===== config.mk =====
export PLATFORM = sky130hd
export DESIGN_NAME = i3c_ctrl_top
export DESIGN_NICKNAME = d
export VERILOG_FILES = /design/src/common/i3c_bus_pkg.sv /design/src/common/i3c_timing_pkg.sv /design/src/timing/scl_timer.sv /design/src/design/byte_serializer.sv /design/src/design/i3c_ctrl_fsm.sv /design/src/design/i3c_ctrl_top.sv
export VERILOG_INCLUDE_DIRS = /design/src /design/src/common
export SDC_FILE = /design/constraint.sdc
export NUM_CORES = 1
export LEC_CHECK = 0
export BUFFER_PORTS_ARGS = -buffer_cell sky130_fd_sc_hd__buf_2
export CAP_MARGIN = 0
export CORE_MARGIN = 2
export CORE_UTILIZATION = 60
export DETAILED_ROUTE_END_ITERATION = 10
export GPL_TIMING_DRIVEN = 0
export PLACE_DENSITY = 0.88
export SLEW_MARGIN = 15
export SYNTH_ARGS = -nofsm -noshare
export SYNTH_HDL_FRONTEND = slang
export SYNTH_SLANG_ARGS = --single-unit

===== constraint.sdc =====
create_clock -name clk_i -period 11.4 [get_ports clk_i]
set_input_delay 1.71 -clock clk_i [delete_from_list [all_inputs] [get_ports clk_i]]
set_output_delay 1.71 -clock clk_i [all_outputs]
set_load 0.1 [all_outputs]

===== src/common/i3c_ctrl_params.svh =====
// Width and timing constants shared by the controller RTL and its testbench; include where needed
`ifndef I3C_CTRL_PARAMS_SVH
`define I3C_CTRL_PARAMS_SVH

// Timing values and the SCL interval counter
`define I3C_TIMER_W 20

// One bus byte, shifted MSB first
`define I3C_BYTE_W 8

// Bit index counts 8 down to 1 during the data phase
`define I3C_BIT_CNT_W 4

// PP data setup/hold around SCL edges, in system clocks
`define I3C_PP_EDGE_CYC 2

`endif


===== src/common/i3c_bus_pkg.sv =====
// Bus-level types for the controller: speed mode, system clock, command and status words
`default_nettype none
`include "i3c_ctrl_params.svh"

package i3c_bus_pkg;

  // SDR speed modes, slowest is Sdr4
  typedef enum logic [2:0] {
    Sdr0 = 3'd0,
    Sdr1 = 3'd1,
    Sdr2 = 3'd2,
    Sdr3 = 3'd3,
    Sdr4 = 3'd4
  } i3c_trans_mode_e;

  // System clock the PP table is built for
  typedef enum logic [1:0] {
    SysClk100MHz = 2'd0,
    SysClk150MHz = 2'd1,
    SysClk200MHz = 2'd2
  } sys_clk_freq_e;

  // One byte command from the host side
  typedef struct packed {
    logic                   start;     // START before the byte
    logic                   sr;        // Repeated Start before the byte
    logic                   stop;      // STOP after the 9th bit
    logic                   is_addr;   // OD timing, ACK expected
    logic                   use_tbit;  // Drive T-bit in the 9th clock
    logic [`I3C_BYTE_W-1:0] data;
  } tx_cmd_t;

  // Per-byte result, ack/nack only meaningful with done
  typedef struct packed {
    logic done;
    logic ack;
    logic nack;
  } tx_status_t;

endpackage

`default_nettype wire


===== src/common/i3c_timing_pkg.sv =====
// SCL timing types: the OD timing set from CSRs and the interval selector used by the FSM
`default_nettype none
`include "i3c_ctrl_params.svh"

package i3c_timing_pkg;

  // Open-drain timing, all in system clock cycles
  typedef struct packed {
    logic [`I3C_TIMER_W-1:0] thigh;    // SCL high
    logic [`I3C_TIMER_W-1:0] tlow;     // SCL low
    logic [`I3C_TIMER_W-1:0] t_r;      // Rise time
    logic [`I3C_TIMER_W-1:0] t_f;      // Fall time
    logic [`I3C_TIMER_W-1:0] thd_sta;  // START hold
    logic [`I3C_TIMER_W-1:0] tsu_sta;  // START setup
    logic [`I3C_TIMER_W-1:0] tsu_sto;  // STOP setup
    logic [`I3C_TIMER_W-1:0] tsu_dat;  // Data setup
    logic [`I3C_TIMER_W-1:0] thd_dat;  // Data hold
    logic [`I3C_TIMER_W-1:0] t_buf;    // Bus free
  } od_timing_t;

  // Interval to load into the SCL counter
  typedef enum logic [3:0] {
    SetupStart = 4'd0,
    HoldStart  = 4'd1,
    SetupData  = 4'd2,
    ClockLow   = 4'd3,
    ClockPulse = 4'd4,
    HoldBit    = 4'd5,
    SetupStop  = 4'd6,
    HoldStop   = 4'd7,
    NoDelay    = 4'd8
  } tcount_sel_e;

endpackage

`default_nettype wire


===== src/timing/scl_timer.sv =====
// SCL interval timer; picks the OD or PP interval on load and counts it down to expiry
`timescale 1ns/1ns
`default_nettype none
`include "i3c_ctrl_params.svh"

module scl_timer (
  input  wire logic                          clk_i,
  input  wire logic                          rst_ni,
  input  wire logic                          host_enable_i,  // Counter holds when low
  input  wire i3c_bus_pkg::sys_clk_freq_e    sys_clk_freq_i,
  input  wire i3c_bus_pkg::i3c_trans_mode_e  mode_i,
  input  wire i3c_timing_pkg::od_timing_t    od_timing_i,
  input  wire logic                          load_i,
  input  wire i3c_timing_pkg::tcount_sel_e   sel_i,
  input  wire logic                          od_mode_i,      // 1: OD timing, 0: PP
  output logic                               expired_o
);
  import i3c_bus_pkg::*;
  import i3c_timing_pkg::*;

  localparam logic [`I3C_TIMER_W-1:0] CntOne  = (`I3C_TIMER_W)'(1);
  localparam logic [`I3C_TIMER_W-1:0] PpEdge  = (`I3C_TIMER_W)'(`I3C_PP_EDGE_CYC);

  logic [7:0]              pp_half_tbl;  // Raw table entry
  logic [`I3C_TIMER_W-1:0] pp_half;      // H, widened
  logic [`I3C_TIMER_W-1:0] interval;     // Value taken on load
  logic [`I3C_TIMER_W-1:0] tcount_q;

  // ==========================================================================
  // PP half-period, ceil(fsys / (2 * fscl))
  // ==========================================================================
  always_comb begin
    case (sys_clk_freq_i)
      SysClk150MHz: begin
        case (mode_i)
          Sdr0:    pp_half_tbl = 8'd6;
          Sdr1:    pp_half_tbl = 8'd10;
          Sdr2:    pp_half_tbl = 8'd13;
          Sdr3:    pp_half_tbl = 8'd19;
          default: pp_half_tbl = 8'd38;  // Sdr4 and unknown
        endcase
      end
      SysClk200MHz: begin
        case (mode_i)
          Sdr0:    pp_half_tbl = 8'd8;
          Sdr1:    pp_half_tbl = 8'd13;
          Sdr2:    pp_half_tbl = 8'd17;
          Sdr3:    pp_half_tbl = 8'd25;
          default: pp_half_tbl = 8'd50;
        endcase
      end
      default: begin                     // 100 MHz row, also for unknown clocks
        case (mode_i)
          Sdr0:    pp_half_tbl = 8'd4;
          Sdr1:    pp_half_tbl = 8'd7;
          Sdr2:    pp_half_tbl = 8'd9;
          Sdr3:    pp_half_tbl = 8'd13;
          default: pp_half_tbl = 8'd25;
        endcase
      end
    endcase
  end

  assign pp_half = {{(`I3C_TIMER_W-8){1'b0}}, pp_half_tbl};

  // ==========================================================================
  // Interval select
  // ==========================================================================
  always_comb begin
    interval = CntOne;
    if (od_mode_i) begin
      case (sel_i)
        SetupStart: interval = od_timing_i.t_r + od_timing_i.tsu_sta;
        HoldStart:  interval = od_timing_i.t_f + od_timing_i.thd_sta;
        SetupData:  interval = od_timing_i.t_r + od_timing_i.tsu_dat;
        ClockLow:   interval = od_timing_i.tlow - od_timing_i.thd_dat;
        ClockPulse: interval = od_timing_i.t_r + od_timing_i.thigh;
        HoldBit:    interval = od_timing_i.t_f + od_timing_i.thd_dat;
        SetupStop:  interval = od_timing_i.t_r + od_timing_i.tsu_sto;
        HoldStop:   interval = od_timing_i.t_r + od_timing_i.t_buf - od_timing_i.tsu_sta;
        default:    interval = CntOne;  // NoDelay
      endcase
    end else begin
      case (sel_i)
        ClockLow, ClockPulse:                        interval = pp_half;  // 50% duty
        SetupStart, HoldStart, SetupStop, HoldStop:  interval = pp_half >> 1;
        SetupData, HoldBit:                          interval = PpEdge;
        default:                                     interval = CntOne;
      endcase
    end
  end

  // Counter parks at 1, a load of N gives exactly N enabled cycles
  always_ff @(posedge clk_i or negedge rst_ni) begin
    if (!rst_ni) begin
      tcount_q <= CntOne;
    end else if (load_i) begin
      tcount_q <= interval;
    end else if (host_enable_i && (tcount_q > CntOne)) begin
      tcount_q <= tcount_q - CntOne;
    end
  end

  assign expired_o = (tcount_q == CntOne);

endmodule

`default_nettype wire


===== src/design/byte_serializer.sv =====
// Byte serializer: bit index, TX byte register and the sampled 9th-bit ACK level
`timescale 1ns/1ns
`default_nettype none
`include "i3c_ctrl_params.svh"

module byte_serializer (
  input  wire logic                   clk_i,
  input  wire logic                   rst_ni,
  input  wire logic                   load_i,        // Capture byte, index to 8
  input  wire logic [`I3C_BYTE_W-1:0] data_i,
  input  wire logic                   bit_next_i,    // Step to next lower bit
  input  wire logic                   sample_ack_i,  // Register SDA for ACK
  input  wire logic                   sda_i,
  output logic                        tx_bit_o,
  output logic                        last_bit_o,
  output logic                        ack_sampled_o  // 0: ACK, 1: NACK
);

  localparam logic [`I3C_BIT_CNT_W-1:0] IdxFirst = (`I3C_BIT_CNT_W)'(8);
  localparam logic [`I3C_BIT_CNT_W-1:0] IdxOne   = (`I3C_BIT_CNT_W)'(1);

  logic [`I3C_BYTE_W-1:0]   data_q;   // Payload, no reset
  logic [`I3C_BIT_CNT_W-1:0] bit_idx_q;
  logic                      ack_q;

  always_ff @(posedge clk_i) begin
    if (load_i) data_q <= data_i;
  end

  always_ff @(posedge clk_i or negedge rst_ni) begin
    if (!rst_ni) begin
      bit_idx_q <= IdxFirst;
      ack_q     <= 1'b1;                 // Released line reads as NACK
    end else begin
      if (load_i) begin
        bit_idx_q <= IdxFirst;
      end else if (bit_next_i) begin
        bit_idx_q <= bit_idx_q - IdxOne;
      end
      if (sample_ack_i) ack_q <= sda_i;
    end
  end

  // Index 8..1 maps to byte bit 7..0
  assign tx_bit_o      = data_q[3'(bit_idx_q - IdxOne)];
  assign last_bit_o    = (bit_idx_q == IdxOne);
  assign ack_sampled_o = ack_q;

endmodule

`default_nettype wire


===== src/design/i3c_ctrl_fsm.sv =====
// Bus FSM: sequences START/Sr, eight data bits, the 9th bit and STOP, and drives SCL/SDA
`timescale 1ns/1ns
`default_nettype none

module i3c_ctrl_fsm (
  input  wire logic                         clk_i,
  input  wire logic                         rst_ni,
  input  wire logic                         host_enable_i,
  input  wire logic                         tx_valid_i,
  input  wire i3c_bus_pkg::tx_cmd_t         tx_cmd_i,
  input  wire logic                         expired_i,     // Timer at 1
  input  wire logic                         tx_bit_i,      // Current data bit
  input  wire logic                         last_bit_i,
  input  wire logic                         ack_sampled_i,
  output logic                              tx_ready_o,
  output i3c_bus_pkg::tx_status_t           tx_status_o,
  output logic                              host_idle_o,
  output logic                              scl_o,         // 1 = released
  output logic                              sda_o,
  output logic                              tmr_load_o,
  output i3c_timing_pkg::tcount_sel_e       tmr_sel_o,
  output logic                              od_mode_o,
  output logic                              ser_load_o,
  output logic                              bit_next_o,
  output logic                              sample_ack_o
);

  typedef enum logic [4:0] {
    Idle, SetupStart, HoldStart, ClockStart,
    SetupSr, HoldSr, FallSr, ClockSr,
    ClockLow, ClockPulse, HoldBit,
    AckLow, AckPulse, AckHold,
    SetupStop, RiseStop, HoldStop
  } state_e;

  state_e state_q, state_d;
  logic   stop_q, is_addr_q, use_tbit_q;  // Flags kept for the whole byte
  logic   accept;                         // Command taken this cycle
  logic   adv;                            // Interval done, timer running

  assign accept = (state_q == Idle) && tx_valid_i && host_enable_i;
  assign adv    = expired_i && host_enable_i;

  // Address bytes run fully on OD timing, incl. the load made at acceptance
  assign od_mode_o = (state_q == Idle) ? tx_cmd_i.is_addr : is_addr_q;

  always_ff @(posedge clk_i or negedge rst_ni) begin
    if (!rst_ni) begin
      stop_q     <= 1'b0;
      is_addr_q  <= 1'b0;
      use_tbit_q <= 1'b0;
    end else if (accept) begin
      stop_q     <= tx_cmd_i.stop;
      is_addr_q  <= tx_cmd_i.is_addr;
      use_tbit_q <= tx_cmd_i.use_tbit;
    end
  end

  // ==========================================================================
  // Bus levels and status per state
  // ==========================================================================
  always_comb begin
    scl_o       = 1'b1;
    sda_o       = 1'b1;
    tx_ready_o  = 1'b0;
    host_idle_o = 1'b0;
    tx_status_o = '0;
    case (state_q)
      Idle: begin
        host_idle_o = 1'b1;
        tx_ready_o  = host_enable_i;
      end
      HoldStart, FallSr, RiseStop: sda_o = 1'b0;   // SCL high, SDA low
      ClockStart, ClockSr, SetupStop: begin
        scl_o = 1'b0;
        sda_o = 1'b0;
      end
      SetupSr:    scl_o = 1'b0;                     // Release SDA ahead of Sr
      ClockLow, HoldBit: begin
        scl_o = 1'b0;
        sda_o = tx_bit_i;
      end
      ClockPulse: sda_o = tx_bit_i;
      AckLow, AckPulse: begin
        scl_o = (state_q == AckPulse);
        sda_o = is_addr_q || !use_tbit_q;           // T-bit driven low
      end
      AckHold: begin
        scl_o = 1'b0;
        sda_o = 1'b0;
        tx_status_o.done = 1'b1;
        tx_status_o.ack  = is_addr_q && !ack_sampled_i;
        tx_status_o.nack = is_addr_q && ack_sampled_i;
      end
      default: ;                                    // SetupStart, HoldSr, HoldStop
    endcase
  end

  // ==========================================================================
  // Transitions and strobes
  // ==========================================================================
  always_comb begin
    state_d      = state_q;
    tmr_load_o   = 1'b0;
    tmr_sel_o    = i3c_timing_pkg::NoDelay;
    ser_load_o   = 1'b0;
    bit_next_o   = 1'b0;
    sample_ack_o = 1'b0;
    case (state_q)
      Idle: if (accept) begin
        ser_load_o = 1'b1;
        tmr_load_o = 1'b1;
        if (tx_cmd_i.start) begin
          state_d   = SetupStart;
          tmr_sel_o = i3c_timing_pkg::SetupStart;
        end else if (tx_cmd_i.sr) begin
          state_d   = SetupSr;
          tmr_sel_o = i3c_timing_pkg::SetupData;
        end else begin
          state_d   = ClockLow;
          tmr_sel_o = i3c_timing_pkg::ClockLow;
        end
      end
      default: if (adv) begin
        tmr_load_o = 1'b1;
        case (state_q)
          SetupStart: begin state_d = HoldStart;  tmr_sel_o = i3c_timing_pkg::HoldStart;  end
          HoldStart:  begin state_d = ClockStart; tmr_sel_o = i3c_timing_pkg::HoldBit;    end
          SetupSr:    begin state_d = HoldSr;     tmr_sel_o = i3c_timing_pkg::SetupStart; end
          HoldSr:     begin state_d = FallSr;     tmr_sel_o = i3c_timing_pkg::HoldStart;  end
          FallSr:     begin state_d = ClockSr;    tmr_sel_o = i3c_timing_pkg::HoldBit;    end
          ClockLow:   begin state_d = ClockPulse; tmr_sel_o = i3c_timing_pkg::ClockPulse; end
          ClockPulse: begin state_d = HoldBit;    tmr_sel_o = i3c_timing_pkg::HoldBit;    end
          AckLow:     begin state_d = AckPulse;   tmr_sel_o = i3c_timing_pkg::ClockPulse; end
          SetupStop:  begin state_d = RiseStop;   tmr_sel_o = i3c_timing_pkg::SetupStop;  end
          RiseStop:   begin state_d = HoldStop;   tmr_sel_o = i3c_timing_pkg::HoldStop;   end
          HoldStop:   state_d = Idle;
          HoldBit: begin
            state_d    = last_bit_i ? AckLow : ClockLow;
            bit_next_o = !last_bit_i;               // Index moves as ClockLow starts
            tmr_sel_o  = i3c_timing_pkg::ClockLow;
          end
          AckPulse: begin
            state_d      = AckHold;
            tmr_sel_o    = i3c_timing_pkg::HoldBit;
            sample_ack_o = is_addr_q;               // Sampled at SCL fall
          end
          AckHold: begin
            state_d   = stop_q ? SetupStop : Idle;
            tmr_sel_o = stop_q ? i3c_timing_pkg::ClockLow : i3c_timing_pkg::NoDelay;
          end
          default: begin                            // ClockStart, ClockSr
            state_d   = ClockLow;
            tmr_sel_o = i3c_timing_pkg::ClockLow;
          end
        endcase
      end
    endcase
  end

  always_ff @(posedge clk_i or negedge rst_ni) begin
    if (!rst_ni) state_q <= Idle;
    else         state_q <= state_d;
  end

endmodule

`default_nettype wire


===== src/design/i3c_ctrl_top.sv =====
// Controller top level that connects the bus FSM, the SCL timer and the byte serializer
`timescale 1ns/1ns
`default_nettype none
`include "i3c_ctrl_params.svh"

module i3c_ctrl_top (
  input  wire logic                         clk_i,
  input  wire logic                         rst_ni,
  input  wire logic                         host_enable_i,
  input  wire i3c_bus_pkg::sys_clk_freq_e   sys_clk_freq_i,
  input  wire i3c_bus_pkg::i3c_trans_mode_e mode_i,
  input  wire i3c_timing_pkg::od_timing_t   od_timing_i,
  input  wire logic                         tx_valid_i,
  input  wire i3c_bus_pkg::tx_cmd_t         tx_cmd_i,
  output logic                              tx_ready_o,
  output i3c_bus_pkg::tx_status_t           tx_status_o,
  output logic                              host_idle_o,
  input  wire logic                         ctrl_scl_i,
  input  wire logic                         ctrl_sda_i,
  output logic                              ctrl_scl_o,
  output logic                              ctrl_sda_o
);
  import i3c_timing_pkg::*;

  // FSM <-> timer
  logic        tmr_load, tmr_expired, od_mode;
  tcount_sel_e tmr_sel;
  // FSM <-> serializer
  logic        ser_load, bit_next, sample_ack;
  logic        tx_bit, last_bit, ack_sampled;

  i3c_ctrl_fsm u_fsm (
    .clk_i, .rst_ni, .host_enable_i, .tx_valid_i, .tx_cmd_i,
    .expired_i    (tmr_expired),
    .tx_bit_i     (tx_bit),
    .last_bit_i   (last_bit),
    .ack_sampled_i(ack_sampled),
    .tx_ready_o, .tx_status_o, .host_idle_o,
    .scl_o        (ctrl_scl_o),
    .sda_o        (ctrl_sda_o),
    .tmr_load_o   (tmr_load),
    .tmr_sel_o    (tmr_sel),
    .od_mode_o    (od_mode),
    .ser_load_o   (ser_load),
    .bit_next_o   (bit_next),
    .sample_ack_o (sample_ack)
  );

  scl_timer u_timer (
    .clk_i, .rst_ni, .host_enable_i, .sys_clk_freq_i, .mode_i, .od_timing_i,
    .load_i   (tmr_load),
    .sel_i    (tmr_sel),
    .od_mode_i(od_mode),
    .expired_o(tmr_expired)
  );

  byte_serializer u_ser (
    .clk_i, .rst_ni,
    .load_i       (ser_load),
    .data_i       (tx_cmd_i.data),
    .bit_next_i   (bit_next),
    .sample_ack_i (sample_ack),
    .sda_i        (ctrl_sda_i),
    .tx_bit_o     (tx_bit),
    .last_bit_o   (last_bit),
    .ack_sampled_o(ack_sampled)
  );

endmodule

`default_nettype wire


-- After elaboration in Yosys (flattened, before gate mapping)
Index checks and enable logic that the tools add are counted.
- multipliers: 0
- bitwise logic cells: 0
- mux-type cells: 44
- add/sub/neg operators: 11
- eq/ne operators: 31
- shifts and indexed selects: 0
- reduce and logical (&&, ||, !) cells: 27
- magnitude comparators: 2
- div/mod/pow operators: 0
- operators with widths (cell ; count):
    $pmux 20 s8 ; 1
    $add 20x20->20 ; 7
    $pmux 5 s14 ; 1
    $mux 20 ; 3
    $pmux 6 s4 ; 2
    $eq 5x4->1 const B ; 8
    $sub 20x20->20 ; 2
    $mux 4 ; 9
    $pmux 4 s8 ; 1
    $pmux 8 s3 ; 1
    $eq 20x1->1 const B ; 1
    $eq 5x3->1 const B ; 4
    $gt 20x1->1 const B ; 1
    $mux 5 ; 4
    $pmux 5 s4 ; 1
    $sub 20x1->20 const B ; 1
    $eq 4x3->1 const B ; 4
    $pmux 8 s2 ; 1
    $mux 1 ; 15
    $reduce_or 7->1 ; 2
    $eq 5x2->1 const B ; 2
    $reduce_or 2->1 ; 5
    $eq 4x1->1 const B ; 2
    $eq 4x2->1 const B ; 2
    24 further kinds ; 35
- bits in registers: 41
- latch bits: 0
- memories: 0
- RAM bits: 0
- bits in read-only memories: 0
- word-level logic and storage cells: 123
- input bits: 224
- output and inout port bits: 7

-- Longest topological paths before layout
- depth in word-level cells: 10
- gate-level depth with buffers: 23
- gate-level depth less buffers: 21

-- By module
Synthesis repeated with hierarchy kept, for this count alone.
- cell total of the unflattened synthesis: 1130
- area total of the unflattened synthesis: 8504.4 um^2
- by module, submodules not included (module ; cells an instance ; instances ; seq. area each (um^2) ; area an instance (um^2)):
    scl_timer ; 994 ; 1 ; 501.7 ; 7111.8
    i3c_ctrl_fsm ; 103 ; 1 ; 200.2 ; 833.3
    byte_serializer ; 33 ; 1 ; 367.9 ; 559.3

-- Worst setup path after synthesis
No wires, ideal clock.
- kind: flip-flop to output port
- start point: register u_fsm.state_q[1]
- end point: output tx_status_o[1] (netlist name)
- cell stages (with the launch flop): 6
- arrival: 5.346 ns
- setup slack: 4.344 ns
- buffers on the path: 2
- data required time: 9.690 ns
- cells stage by stage: dfrtp_1 > buf_2 > buf_1 > nor4_1 > nand2_1 > nor2_1
- RTL lines (element ; RTL line ; text):
    from (decl) ; i3c_ctrl_fsm.sv:36 ; state_e state_q, state_d;
    from (signal assigned) ; i3c_ctrl_fsm.sv:162 ; if (!rst_ni) state_q <= Idle;
    from (signal assigned) ; i3c_ctrl_fsm.sv:163 ; else state_q <= state_d;
    to (decl) ; i3c_ctrl_top.sv:16 ; output i3c_bus_pkg::tx_status_t tx_status_o,

-- Worst setup path after layout
- start point: input host_enable_i
- end point: register u_timer.tcount_q[17]
- word-level cells in the longest chain between the ends: 7
- elaborated cells on any way between the ends: 21
- those cells by class: eq/ne (7); mux (9); reduce/logical (5)
- RTL lines (element ; RTL line ; text):
    from (decl) ; i3c_ctrl_top.sv:9 ; input wire logic host_enable_i,
    $logic_and 1x1->1 (on tied branches) ; i3c_ctrl_fsm.sv:42, i3c_ctrl_fsm.sv:41 ;
    $mux 4 (on tied branches) ; i3c_ctrl_fsm.sv:124, i3c_ctrl_fsm.sv:110 ;
    $mux 4 ; i3c_ctrl_fsm.sv:109 ; case (state_q)
    $eq 4x3->1, or another cell as far along ; scl_timer.sv:72 ; case (sel_i)
    $pmux 20 s8 ; scl_timer.sv:72 ;
    $mux 20 ; scl_timer.sv:71 ; if (od_mode_i) begin
    $mux 20 ; scl_timer.sv:97 ; end else if (load_i) begin
    to (signal assigned) ; scl_timer.sv:96 ; tcount_q <= CntOne;
    to (signal assigned) ; scl_timer.sv:98 ; tcount_q <= interval;
    to (signal assigned) ; scl_timer.sv:100 ; tcount_q <= tcount_q - CntOne;
    to (decl) ; scl_timer.sv:27 ; logic [`I3C_TIMER_W-1:0] tcount_q;
Parallel ways exist; a longest one is shown, timed or not.
A chain may end at the register's enable or synchronous reset.

==> results_dict.tcl <==
set metrics [dict create \
    clk_pin_slew_ns 0.06 \
    path_common_cell "a211oi_1" \
    multi_input_area_mm2 0.00670 \
    cts_hold_buffers 0 \
    synth_top_cell_by_area "ha_1" \
    htreeDepth 2 \
    cts_buffers 5 \
    crit_required_ns 11.54 \
    dr.first_iter.drc_count 934 \
    yosysSeqAreaShare 0.127 \
    layout-drive-gt1-share 0.216 \
    vias 9435 \
    antennaDiodeCount 0 \
    layout_min_cycle_time_ns 6.97 \
    async_flop_share 0.805 \
    fmax_mhz 143 \
    grt_max_degree 34 \
    synth_warnings 0 \
    syn_nets 1452 \
    grt_pass1_vias 8793 \
    pwr-share-clk 0.108 \
    final_common_cell "buf_2" \
    fin_setup_tns_ns 0 \
    arrival_ns 7.11 \
    start_kind "input pin" \
    path_max_fanout 10 \
    overflow 0 \
    ys.flop_type "dfrtp_1" \
    io_pins 231 \
    fin_skew_ns 0.00438 \
    sw_frac_of_total 0.516 \
    avgViaCountPerCell 6.13 \
    synth.avg_cell_area_um2 7.52 \
    top_usage_layer "met2" \
    routabilityCongestion 0.982 \
    wirelength_mm 28.3 \
    synth-seq-cells 41 \
    post-route-util 0.719 \
    start_util 0.610 \
    grt_usage 0.369 \
    timing.final.crit_share 0.612 \
    clock-sinks 41 \
    root_buffer "clkbuf_16" \
    routedWlPerCell_um 18.4 \
    switchingPower_mw 0.651 \
    comb_power_share 0.693 \
    worstMarginPinSlew_ns 0.901 \
    rows 43 \
    ir_drop_mv 0.0838 \
    slew_headroom 0.394 \
    netlist_instances 1122 \
    setup_viol 0 \
    crit_chain "buf_2 > nor4bb_1 > nand4_1 > nor4_2 > nor3_1 > and3_1 > clkbuf_1 > a22oi_1 > o21ai_0 > ha_1 > a211oi_1 > o21a_1 > or3_1 > a31oi_1 > a221oi_1 > xor2_1 > nor2_1 > a211oi_1 > o22ai_1" \
    synth.top_cells.by_area "ha_1 (12%), dfrtp_1 (8.9%), xnor2_1 (5.6%)" \
    cp_top_family "compound AO/OA/AOI/OAI gates" \
    gr-usage-met1 0.478 \
    outcome "finished, final reports clean" \
    core_area_mm2 0.0138 \
    yosysTopAreaCellShare 0.125 \
    firstDrtPassIters 6 \
    cp_slowest_cell "nor4_2" \
    cts_resized 0 \
    layout_common_cells "buf_2 (238), inv_1 (118), nand2_1 (105)" \
    clk_latency_ns 0.28 \
    drtAntennaViolNets 0 \
    grt_pass1_wl_mm 43.7 \
    cts_setup_buffers 0 \
    hpwl_mm 23.9 \
    synth-edff-count 8 \
    p_per_area_mw_per_mm2 127 \
    area_delta_synth_final_pct 17.8 \
    portBuffers 228 \
    rsz0062_at_grt "no" \
    p_leak_nw 4.97 \
    seqCellArea_mm2 0.00107 \
    die_area_mm2 0.0150 \
    antenna_found_initial 1 \
    use_met3 0.0404 \
    p_int_mw 0.610 \
    fp.dieW_um 123 \
    clock_path_buffers 2 \
    hold_class "reg -> reg" \
    cts_tree "done" \
    fillers 1202 \
    finalMaxSlewViolations 0 \
    syn_area_mm2 0.00844 \
    drc 0 \
    end_kind "flip-flop" \
    finalHoldViolCount 0 \
    met2_usage 0.656 \
    synth.distinct_cells 91 \
    max_stage_delay_ns 0.81 \
    seqPwrFrac 0.199 \
    worst-path-buf-inv 2 \
    nets 1687 \
    max-cap-violations 0 \
    critical_path_class "in -> reg" \
    die_h_um 123 \
]
-- synth_stat cells (5+ instances only) --
library cell / count
inv_1: 118
edfxtp_1: 8
a22o_1: 5
nor2_1: 76
a21boi_0: 5
xnor2_1: 54
xor2_1: 30
o21a_1: 16
nor4_1: 10
nand3_1: 25
a21o_1: 28
or3_1: 8
dfrtp_1: 30
o211ai_1: 8
nand2_1: 105
nor3_1: 32
buf_2: 10
o21bai_1: 12
o22ai_1: 11
o21ai_1: 14
buf_6: 6
ha_1: 84
clkbuf_1: 16
o31ai_1: 11
nand2b_1: 8
and2_1: 6
mux2i_1: 26
nor2b_1: 12
a22oi_1: 25
and3_1: 10
a21oi_1: 81
a31oi_1: 18
nand4_1: 7
o22a_1: 5
a222oi_1: 6
a211oi_1: 14
fa_1: 22
o21ai_0: 67
-- state kept, by name, summed over array words and instances (netlist names) --
signal / cells
u_fsm.is_addr_q: 1
u_fsm.state_q: 5
u_fsm.stop_q: 1
u_fsm.use_tbit_q: 1
u_ser.ack_sampled_o: 1
u_ser.bit_idx_q: 4
u_ser.data_q: 8
u_timer.tcount_q: 20
-- metrics by stage --
| step | cells | setup WS [ns] | cell area, um2 | power [mW] | hold WS, ns |
|---|---|---|---|---|---|
| final | 1538 | 4.43 | 9950 | 1.26 | 0.570 |
| after global routing | 1538 | 4.15 | 9950 | 1.34 | 0.600 |
| after CTS | 1538 | 4.63 | 9950 | 1.24 | 0.573 |
| after detailed placement | 1530 | 4.35 | 9810 | 1.10 | 0.547 |
| after global placement | 1530 | 4.48 | 9810 | 1.09 | 0.520 |
| after floorplan | 1122 | 4.34 | 8440 | 0.872 | 0.504 |
-- worst paths after layout --
check,cells past startpoint,slack [ns],end,startpoint
max in group asynchronous,1,9.39,u_timer.tcount_q[13]$_DFFE_PN0P_,rst_ni
min in group asynchronous,1,1.50,u_ser.bit_idx_q[0]$_DFFE_PN0P_,rst_ni
hold reg to reg,1,0.57,u_timer.tcount_q[7]$_DFFE_PN0P_,u_timer.tcount_q[7]$_DFFE_PN0P_
hold / removal,1,0.57,u_timer.tcount_q[7]$_DFFE_PN0P_,u_timer.tcount_q[7]$_DFFE_PN0P_
setup reg to reg,19,5.22,u_timer.tcount_q[17]$_DFFE_PN0P_,u_timer.tcount_q[0]$_DFFE_PN1P_
setup / recovery,19,4.43,u_timer.tcount_q[17]$_DFFE_PN0P_,host_enable_i
-- layer usage --
layer | vias to the layer above | routed length (um)
met5 | - | 13
met4 | 2 | 597
met3 | 47 | 2280
met2 | 456 | 13700
met1 | 4383 | 11700
li1 | 4547 | -
-- worst register-to-register path, delay by kind of cell, from the launching register on --
kind	cells	cell delay, ns
buf+inv	1	0.36
compound gates	8	2.19
simple gates	7	2.19
xor+xnor	1	0.20
flops	1	0.55
fa+ha+maj	2	0.54
-- kinds of logic after synthesis --
group                    Yosys count  synth area share
adder cells (fa/ha/maj)          106             0.177
AND/OR/NAND/NOR                  333             0.201
AO/OA/AOI/OAI                    368             0.288
buffers and inverters            158            0.0790
XOR/XNOR                          84            0.0872
flip-flops                        41             0.127
multiplexers                      32            0.0419
-- cell type report --
type,instances,share of cell area
Timing Repair Buffer,228,0.115
Inverter,120,0.0458
Multi-Input combinational cell,923,0.674
Sequential cell,41,0.108
Tap cell,180,0.0226
Buffer,38,0.0213
Clock buffer,6,0.0130
Clock inverter,2,0.00101
-- power by group through the flow --
stage          sequential (mW)  clock (mW)  combinational (mW)
3_3_place_gp             0.250           0               0.837
4_1_cts                  0.250       0.137               0.855
2_1_floorplan            0.240           0               0.632
3_5_place_dp             0.252           0               0.848
5_1_grt                  0.257       0.144               0.943
6_report                 0.251       0.136               0.873
No activity file was read; power rests on OpenSTA's default activity.
